<file path="src/prefetch_pkg.sv">
`default_nettype none

package prefetch_pkg;

    // cached code-segment descriptor, laid out like the 64-bit gdt entry
    // base  = base_hi : base_mid : base_lo
    // limit = limit_hi : limit_lo, scaled by 4k when g is set
    typedef struct packed {
        logic [7:0]  base_hi;
        // granularity, 1 = limit counts 4k pages
        logic        g;
        // default operand size
        logic        d;
        // long mode code, not used by the fetch path
        logic        l;
        logic        avl;
        logic [3:0]  limit_hi;
        // type, dpl, present
        logic [7:0]  access;
        logic [7:0]  base_mid;
        logic [15:0] base_lo;
        logic [15:0] limit_lo;
    } seg_desc_t;

    // fetch window from the prefetch controller to the fetch engine
    typedef struct packed {
        // linear address of the first byte wanted
        logic [31:0] address;
        // bytes allowed before the segment limit, capped at fetch_max
        logic [4:0]  length;
        // user access, cpl 3
        logic        su;
    } fetch_req_t;

    // bytes returned by one code-memory read, already shifted and trimmed
    typedef struct packed {
        logic        valid;
        // 1..4 bytes
        logic [2:0]  length;
        // lowest address sits in bits 7:0
        logic [31:0] data;
    } fetch_rsp_t;

    // what the decoder sees at the head of the byte queue
    typedef struct packed {
        // byte 0 of the window in bits 7:0, uncounted bytes read as zero
        logic [31:0] bytes;
        // 0..4 valid bytes
        logic [2:0]  count;
        // the byte right after the counted ones is a limit fault
        logic        fault;
    } dec_window_t;

    // fetch point after system reset, just below the 1M boundary
    localparam logic [31:0] startup_linear = 32'h000F_FFF0;
    localparam logic [31:0] startup_limit  = 32'd16;

    // byte queue size
    localparam int fifo_depth = 16;

    // largest fetch window handed to the fetch engine
    localparam int fetch_max = 16;

endpackage

`default_nettype wire

</file>
<file path="src/fetch_engine.sv">
`timescale 1ns/1ps
`default_nettype none

module fetch_engine import prefetch_pkg::*; (
    input  logic        clk,
    input  logic        pr_reset,
    input  logic        flush,

    // window from prefetch controller
    input  fetch_req_t  fetch_req,
    // free bytes in the queue
    input  logic [4:0]  fifo_free,

    // code memory port, one read outstanding at most
    output logic        mem_req,
    output logic [31:0] mem_addr,
    output logic        mem_su,
    input  logic        mem_rvalid,
    input  logic [31:0] mem_rdata,

    output fetch_rsp_t  fetch_rsp
);

    // read in flight, and whether a flush has orphaned it
    logic        pending;
    logic        stale;

    // captured at issue, used when the word comes back
    logic [1:0]  cap_off;
    logic [2:0]  cap_len;

    // registered response
    logic        rsp_valid;
    logic [2:0]  rsp_len;
    logic [31:0] rsp_data;

    logic [2:0]  word_len;
    logic [2:0]  req_len;
    logic        issue;
    logic [31:0] shifted;
    logic [31:0] trimmed;

    // bytes from the offset to the end of the aligned word
    assign word_len = 3'd4 - {1'b0, fetch_req.address[1:0]};
    assign req_len  = (fetch_req.length < {2'b00, word_len}) ? fetch_req.length[2:0]
                                                             : word_len;

    // rsp_valid also blocks, prefetch moves linear only the cycle after it
    assign issue = fetch_req.length != 5'd0 && fifo_free >= 5'd4 &&
                   !pending && !rsp_valid && !flush;

    // first wanted byte down to bits 7:0
    assign shifted = mem_rdata >> {cap_off, 3'b000};

    // bytes past the captured length read as zero
    always_comb begin
        trimmed = shifted;
        for (int i = 0; i < 4; i++) begin
            if (i >= int'(cap_len)) begin
                trimmed[8*i +: 8] = 8'h00;
            end
        end
    end

    always_ff @(posedge clk) begin
        if (pr_reset) begin
            mem_req   <= 1'b0;
            pending   <= 1'b0;
            stale     <= 1'b0;
            rsp_valid <= 1'b0;
        end else begin
            mem_req   <= issue;
            // a stale word, or one landing on a flush, is thrown away
            rsp_valid <= mem_rvalid && pending && !stale && !flush;
            if (issue) begin
                pending <= 1'b1;
            end else if (mem_rvalid) begin
                pending <= 1'b0;
            end
            if (mem_rvalid) begin
                stale <= 1'b0;
            end else if (flush && pending) begin
                stale <= 1'b1;
            end
        end
    end

    always_ff @(posedge clk) begin
        if (issue) begin
            mem_addr <= {fetch_req.address[31:2], 2'b00};
            mem_su   <= fetch_req.su;
            cap_off  <= fetch_req.address[1:0];
            cap_len  <= req_len;
        end
        if (mem_rvalid) begin
            rsp_len  <= cap_len;
            rsp_data <= trimmed;
        end
    end

    assign fetch_rsp.valid  = rsp_valid;
    assign fetch_rsp.length = rsp_len;
    assign fetch_rsp.data   = rsp_data;

    // memory answers only what was asked
    assert property (@(posedge clk) disable iff (pr_reset) mem_rvalid |-> pending);

endmodule

`default_nettype wire

</file>
<file path="src/prefetch.sv">
`timescale 1ns/1ps
`default_nettype none

module prefetch import prefetch_pkg::*; (
    input  logic        clk,
    input  logic        pr_reset,

    // jump, loads eip and cs descriptor
    input  logic        jump_do,
    input  logic [31:0] jump_eip,
    input  seg_desc_t   jump_cs,
    input  logic [1:0]  cpl,

    // refetch from delivered eip
    input  logic        reset_prefetch,

    // response from fetch engine
    input  fetch_rsp_t  fetch_rsp,

    // decoder consumption
    input  logic        accept_do,
    input  logic [2:0]  accept_length,

    output fetch_req_t  fetch_req,
    output logic        limit_do,
    output logic [31:0] delivered_eip
);

    // fetch point state
    logic [31:0] linear;
    logic [31:0] limit;
    logic        limit_signaled;

    // accept delayed by one cycle before it reaches delivered_eip
    logic        accept_do_1;
    logic [2:0]  accept_length_1;

    // descriptor decode
    logic [31:0] cs_base;
    logic [31:0] cs_limit;
    logic [32:0] jump_span;
    logic [31:0] jump_limit;

    // refetch point, includes an accept still in the delay register
    logic [31:0] restart_linear;
    logic [31:0] rsp_len;

    assign cs_base  = {jump_cs.base_hi, jump_cs.base_mid, jump_cs.base_lo};
    assign cs_limit = jump_cs.g ? {jump_cs.limit_hi, jump_cs.limit_lo, 12'hFFF}
                                : {12'd0, jump_cs.limit_hi, jump_cs.limit_lo};

    // bytes from eip up to and including the limit byte
    // 33 bits so that a full 4G segment does not wrap to zero
    assign jump_span  = {1'b0, cs_limit} - {1'b0, jump_eip} + 33'd1;
    assign jump_limit = (cs_limit < jump_eip) ? 32'd0
                      : (jump_span[32] ? 32'hFFFF_FFFF : jump_span[31:0]);

    assign restart_linear = accept_do_1 ? delivered_eip + 32'(accept_length_1)
                                        : delivered_eip;

    assign rsp_len = 32'(fetch_rsp.length);

    // window toward the fetch engine
    assign fetch_req.address = linear;
    assign fetch_req.length  = (limit > 32'(fetch_max)) ? 5'(fetch_max) : limit[4:0];
    // 0 = supervisor, 1 = user
    assign fetch_req.su      = cpl == 2'd3;

    // one marker per fetch point, raised once the limit is used up
    assign limit_do = limit == 32'd0 && !limit_signaled;

    always_ff @(posedge clk) begin
        if (pr_reset) begin
            accept_do_1 <= 1'b0;
        end else begin
            accept_do_1 <= accept_do;
        end
        accept_length_1 <= accept_length;
    end

    always_ff @(posedge clk) begin
        if (pr_reset) begin
            linear        <= startup_linear;
            limit         <= startup_limit;
            delivered_eip <= startup_linear;
        end else if (jump_do) begin
            // pending accept is dropped, the jump target wins
            linear        <= cs_base + jump_eip;
            limit         <= jump_limit;
            delivered_eip <= cs_base + jump_eip;
        end else begin
            if (reset_prefetch) begin
                // step back from linear, limit grows by the same amount
                linear <= restart_linear;
                limit  <= limit + (linear - restart_linear);
            end else if (fetch_rsp.valid) begin
                linear <= linear + rsp_len;
                limit  <= limit - rsp_len;
            end
            if (accept_do_1) begin
                delivered_eip <= delivered_eip + 32'(accept_length_1);
            end
        end
    end

    always_ff @(posedge clk) begin
        if (pr_reset || jump_do || reset_prefetch) begin
            limit_signaled <= 1'b0;
        end else if (limit_do) begin
            limit_signaled <= 1'b1;
        end
    end

    // fetch engine must never hand back more than the window allowed
    assert property (@(posedge clk) disable iff (pr_reset)
        fetch_rsp.valid && !jump_do && !reset_prefetch |-> rsp_len <= limit);

    // a second marker needs a new fetch point first
    assert property (@(posedge clk) disable iff (pr_reset)
        limit_do && !jump_do && !reset_prefetch
        |=> (!limit_do until (jump_do || reset_prefetch)));

endmodule

`default_nettype wire

</file>
<file path="src/prefetch_fifo.sv">
`timescale 1ns/1ps
`default_nettype none

module prefetch_fifo import prefetch_pkg::*; (
    input  logic        clk,
    input  logic        pr_reset,
    input  logic        flush,

    // bytes from fetch engine
    input  fetch_rsp_t  fetch_rsp,
    // segment limit reached, queue a fault marker behind the tail
    input  logic        limit_do,

    // decoder side
    input  logic        accept_do,
    input  logic [2:0]  accept_length,
    output dec_window_t window,

    // free bytes, holds off new reads
    output logic [4:0]  fifo_free
);

    // circular byte store
    logic [7:0] mem [fifo_depth];

    logic [$clog2(fifo_depth)-1:0] rd_ptr;
    logic [$clog2(fifo_depth)-1:0] wr_ptr;
    // 0..fifo_depth
    logic [4:0] used;
    // fault marker sits right after the last queued byte
    logic       fault_q;

    logic       push;
    logic       pop;
    logic [2:0] push_len;
    logic [2:0] pop_len;

    // a flush wins over anything arriving in the same cycle
    assign push     = fetch_rsp.valid && !flush;
    assign pop      = accept_do && !flush;
    assign push_len = push ? fetch_rsp.length : 3'd0;
    assign pop_len  = pop ? accept_length : 3'd0;

    always_ff @(posedge clk) begin
        if (pr_reset || flush) begin
            rd_ptr  <= '0;
            wr_ptr  <= '0;
            used    <= 5'd0;
            fault_q <= 1'b0;
        end else begin
            wr_ptr <= wr_ptr + ($clog2(fifo_depth))'(push_len);
            rd_ptr <= rd_ptr + ($clog2(fifo_depth))'(pop_len);
            used   <= used + 5'(push_len) - 5'(pop_len);
            if (limit_do) begin
                fault_q <= 1'b1;
            end
        end
    end

    // byte lanes land at consecutive slots, wrapping at the end
    always_ff @(posedge clk) begin
        for (int i = 0; i < 4; i++) begin
            if (i < int'(push_len)) begin
                mem[wr_ptr + ($clog2(fifo_depth))'(i)] <= fetch_rsp.data[8*i +: 8];
            end
        end
    end

    // up to four bytes from the head
    always_comb begin
        window.count = (used > 5'd4) ? 3'd4 : used[2:0];
        window.bytes = 32'd0;
        for (int i = 0; i < 4; i++) begin
            if (i < int'(window.count)) begin
                window.bytes[8*i +: 8] = mem[rd_ptr + ($clog2(fifo_depth))'(i)];
            end
        end
        // marker visible only once the tail is inside the window
        window.fault = fault_q && used <= 5'd4;
    end

    assign fifo_free = 5'(fifo_depth) - used;

    // engine checks free space at issue, nothing may arrive beyond it
    assert property (@(posedge clk) disable iff (pr_reset)
        push |-> 5'(fetch_rsp.length) <= fifo_free);

    // decoder takes only bytes it was shown
    assert property (@(posedge clk) disable iff (pr_reset)
        accept_do |-> accept_length != 3'd0 && accept_length <= window.count);

endmodule

`default_nettype wire

</file>
<file path="src/prefetch_top.sv">
`timescale 1ns/1ps
`default_nettype none

module prefetch_top import prefetch_pkg::*; (
    input  logic        clk,
    input  logic        pr_reset,

    // control
    input  logic        jump_do,
    input  logic [31:0] jump_eip,
    input  seg_desc_t   jump_cs,
    input  logic [1:0]  cpl,
    input  logic        reset_prefetch,

    // decoder
    output dec_window_t window,
    input  logic        accept_do,
    input  logic [2:0]  accept_length,

    // code memory
    output logic        mem_req,
    output logic [31:0] mem_addr,
    output logic        mem_su,
    input  logic        mem_rvalid,
    input  logic [31:0] mem_rdata,

    output logic [31:0] delivered_eip
);

    logic       flush;
    fetch_req_t fetch_req;
    fetch_rsp_t fetch_rsp;
    logic       limit_do;
    logic [4:0] fifo_free;

    // both events drop queued bytes and any read in flight
    assign flush = jump_do || reset_prefetch;

    prefetch u_prefetch (
        .clk            (clk),
        .pr_reset       (pr_reset),
        .jump_do        (jump_do),
        .jump_eip       (jump_eip),
        .jump_cs        (jump_cs),
        .cpl            (cpl),
        .reset_prefetch (reset_prefetch),
        .fetch_rsp      (fetch_rsp),
        .accept_do      (accept_do),
        .accept_length  (accept_length),
        .fetch_req      (fetch_req),
        .limit_do       (limit_do),
        .delivered_eip  (delivered_eip)
    );

    fetch_engine u_fetch_engine (
        .clk        (clk),
        .pr_reset   (pr_reset),
        .flush      (flush),
        .fetch_req  (fetch_req),
        .fifo_free  (fifo_free),
        .mem_req    (mem_req),
        .mem_addr   (mem_addr),
        .mem_su     (mem_su),
        .mem_rvalid (mem_rvalid),
        .mem_rdata  (mem_rdata),
        .fetch_rsp  (fetch_rsp)
    );

    prefetch_fifo u_prefetch_fifo (
        .clk           (clk),
        .pr_reset      (pr_reset),
        .flush         (flush),
        .fetch_rsp     (fetch_rsp),
        .limit_do      (limit_do),
        .accept_do     (accept_do),
        .accept_length (accept_length),
        .window        (window),
        .fifo_free     (fifo_free)
    );

endmodule

`default_nettype wire
</file>
<file path="config.mk">
export PLATFORM = sky130hd
export DESIGN_NAME = prefetch_top
export DESIGN_NICKNAME = d
export VERILOG_FILES = /design/src/prefetch_pkg.sv /design/src/fetch_engine.sv /design/src/prefetch.sv /design/src/prefetch_fifo.sv /design/src/prefetch_top.sv
export SDC_FILE = /design/constraint.sdc
export NUM_CORES = 2
export LEC_CHECK = 0
export BUFFER_PORTS_ARGS = -buffer_cell sky130_fd_sc_hd__buf_2
export CAP_MARGIN = 20
export CORE_UTILIZATION = 40
export DETAILED_ROUTE_END_ITERATION = 8
export SETUP_SLACK_MARGIN = 0.5
export SYNTH_ARGS = -nofsm -noshare
export SYNTH_HDL_FRONTEND = slang
export SYNTH_HIERARCHICAL = 1
export SYNTH_SLANG_ARGS = --single-unit
</file>
<file path="constraint.sdc">
create_clock -name clk -period 8.25 [get_ports clk]
set_input_delay 2.0625 -clock clk [delete_from_list [all_inputs] [get_ports clk]]
set_output_delay 2.0625 -clock clk [all_outputs]
set_load 0.05 [all_outputs]
</file>
==> reports/metrics.yaml <==
clocking:
  cts_tree: "built"
  worstSkewPairLatency_ns: 0.59
  numCtsBuffers: 37
  cts_resized: 0
  ctsHoldBuffers: 0
  clkSinkCount: 318
  post-cts-setup-buffers: 0
  htreeDepth: 2
  clk_path_buf_depth: 3
  cts.reportedPaths.clkPinSlew_ns: 0.06
  cts_root_buf: "clkbuf_16"
cells_and_area:
  final_area_mm2: 0.0335
  layout_common_cells: "nor2_1 (259), inv_1 (255), buf_2 (226), edfxtp_1 (199), a21oi_1 (195)"
  final_common_cell: "nor2_1"
  drive_above_1_share_pct: 18.6
  area_growth_pct: 9.72
  num-fill-cells: 7258
  final_util_pct: 44.7
  finalNetCount: 3693
  layoutNonFillerInstCount: 4340
timing:
  tns_ns: 0
  setup_viol: 0
  skew_ns: 0.0490
  max_slew.worst_pin.slew_ns: 1.03
  rsz0062_at_grt: "no"
  fin_hold_ws_ns: 0.416
  final-hold-violation-count: 0
  max_freq_mhz: 163
  min_period_ns: 6.14
  slew-limit-headroom_pct: 30.8
  maxSlewViolCount: 0
  fin_ws_ns: 2.11
  post-route-period-util_pct: 74.4
worst_setup_path:
  critPathMaxFanout: 44
  r2r_cells: 22
  worstPathArrival_ns: 4.08
  critPathRequiredTime_ns: 6.19
  end_kind: "output port"
  cp_slowest_cell: "dfxtp_4"
  crit_chain: "inv_2 -> ha_2 -> buf_12 -> mux4_2 -> mux2i_1 -> a211oi_1 -> buf_2"
  regToRegSetupSlack_ns: 2.13
  critPathLaunchType: "flip-flop"
  path_class: "reg -> out"
  r2r-start: "u_prefetch/delivered_eip[1]"
  crit_path_max_incr_delay_ns: 0.84
  rr_endpoint: "u_prefetch/limit[31]"
drt:
  via_count: 26400
  postRouteAntennaNets: 0
  drt_iter0_drc: 2843
  drtPass1Iterations: 8
  route.detailed.drc: 0
  routed_via_density: 6.08
  detail_route.wl_per_cell_um: 24.2
  wl_um: 105000
die:
  start_util_pct: 40.7
  core_mm2: 0.0749
  io_pins: 241
  die-area_mm2: 0.0774
  die_w_um: 278
  row_count: 100
  chipHeight_um: 278
grt:
  grt_overflow: 0
  grt_pass1_vias: 25200
  globalRouteTotalUtil_pct: 26.7
  antenna_found_initial: 2
  grt_max_degree: 56
  grt_first_pass_wirelength_um: 158000
synthesis:
  synth_area_per_cell_um2: 9.44
  yosys_warnings: 6
  netlist_instances: 3235
  syn_area_mm2: 0.0305
min_path:
  worstHoldEndpoint: "u_fetch_engine/rsp_valid"
  hp-start: "u_fetch_engine/stale"
  min_path_cells: 1
  hold_class: "reg -> reg"
outcome:
  status: "complete, no violations"
power_and_ir_drop:
  p_per_area_mw_per_mm2: 173
  vdd_ir_drop_max_uv: 121
  p_total_mw: 5.79
  power.leakage_nw: 13.1
run:
  drv_cap: 0
placement:
  place_area_mm2: 0.0323
  pre_cts_ws_ns: 2.10
  dp_hpwl_um: 80200
  place_congestion: 0.976
  port_buffers: 227
  placed_cells: 4270
[sequential cells by signal, summed over array words and instances, names as in the netlist, 5 cells and up]
signal,cells
u_fetch_engine/mem_addr,30
u_fetch_engine/rsp_data,32
u_prefetch/delivered_eip,32
u_prefetch/limit,32
u_prefetch/linear,32
u_prefetch_fifo/mem,128
u_prefetch_fifo/used,5
[routing by layer]
layer | vias to the layer above | track usage, % | routed length, um
li1 | 12200 | - | -
met1 | 12600 | 35.2 | 43800
met2 | 1311 | 43.7 | 48600
met3 | 208 | 4.51 | 8600
met4 | 0 | 10.3 | 4210
met5 | - | 0 | 0
[final cells by class]
type | instances | area (um^2) | area share (%)
Clock inverter | 24 | 203 | 0.605
Tap cell | 969 | 1210 | 3.62
Antenna cell | 1 | 2.50 | 0.00747
Inverter | 259 | 972 | 2.90
Timing Repair Buffer | 278 | 1540 | 4.59
Sequential cell | 318 | 8360 | 25.0
Clock buffer | 43 | 980 | 2.92
Multi-Input combinational cell | 2448 | 20200 | 60.4
[how the worst max path moves through the flow]
stage / cells past startpoint / endpoint / start
4_1_cts: 9 / window[28] / u_prefetch_fifo/rd_ptr[0]
6_report: 7 / window[29] / u_prefetch_fifo/rd_ptr[0]
5_1_grt: 9 / window[28] / u_prefetch_fifo/rd_ptr[0]
3_3_place_gp: 16 / u_prefetch/limit[14] / jump_cs[55]
3_5_place_dp: 15 / u_prefetch/limit[14] / jump_cs[55]
2_1_floorplan: 10 / window[12] / u_prefetch_fifo/rd_ptr[1]
[where the power goes]
part	internal [mW]	switching [mW]
Sequential	1.80	0.179
Combinational	0.844	1.32
Clock	0.902	0.746
Total	3.54	2.24
[worst max-delay path: cells and delay by family, from the launching register on]
kind,cells,cell delay [ns]
multiplexers,2,0.70
adder cells (fa/ha/maj),1,0.83
AO/OA/AOI/OAI,1,0.19
buffers and inverters,3,0.89
flip-flops,1,0.84
(Power assumes the default switching activity.)
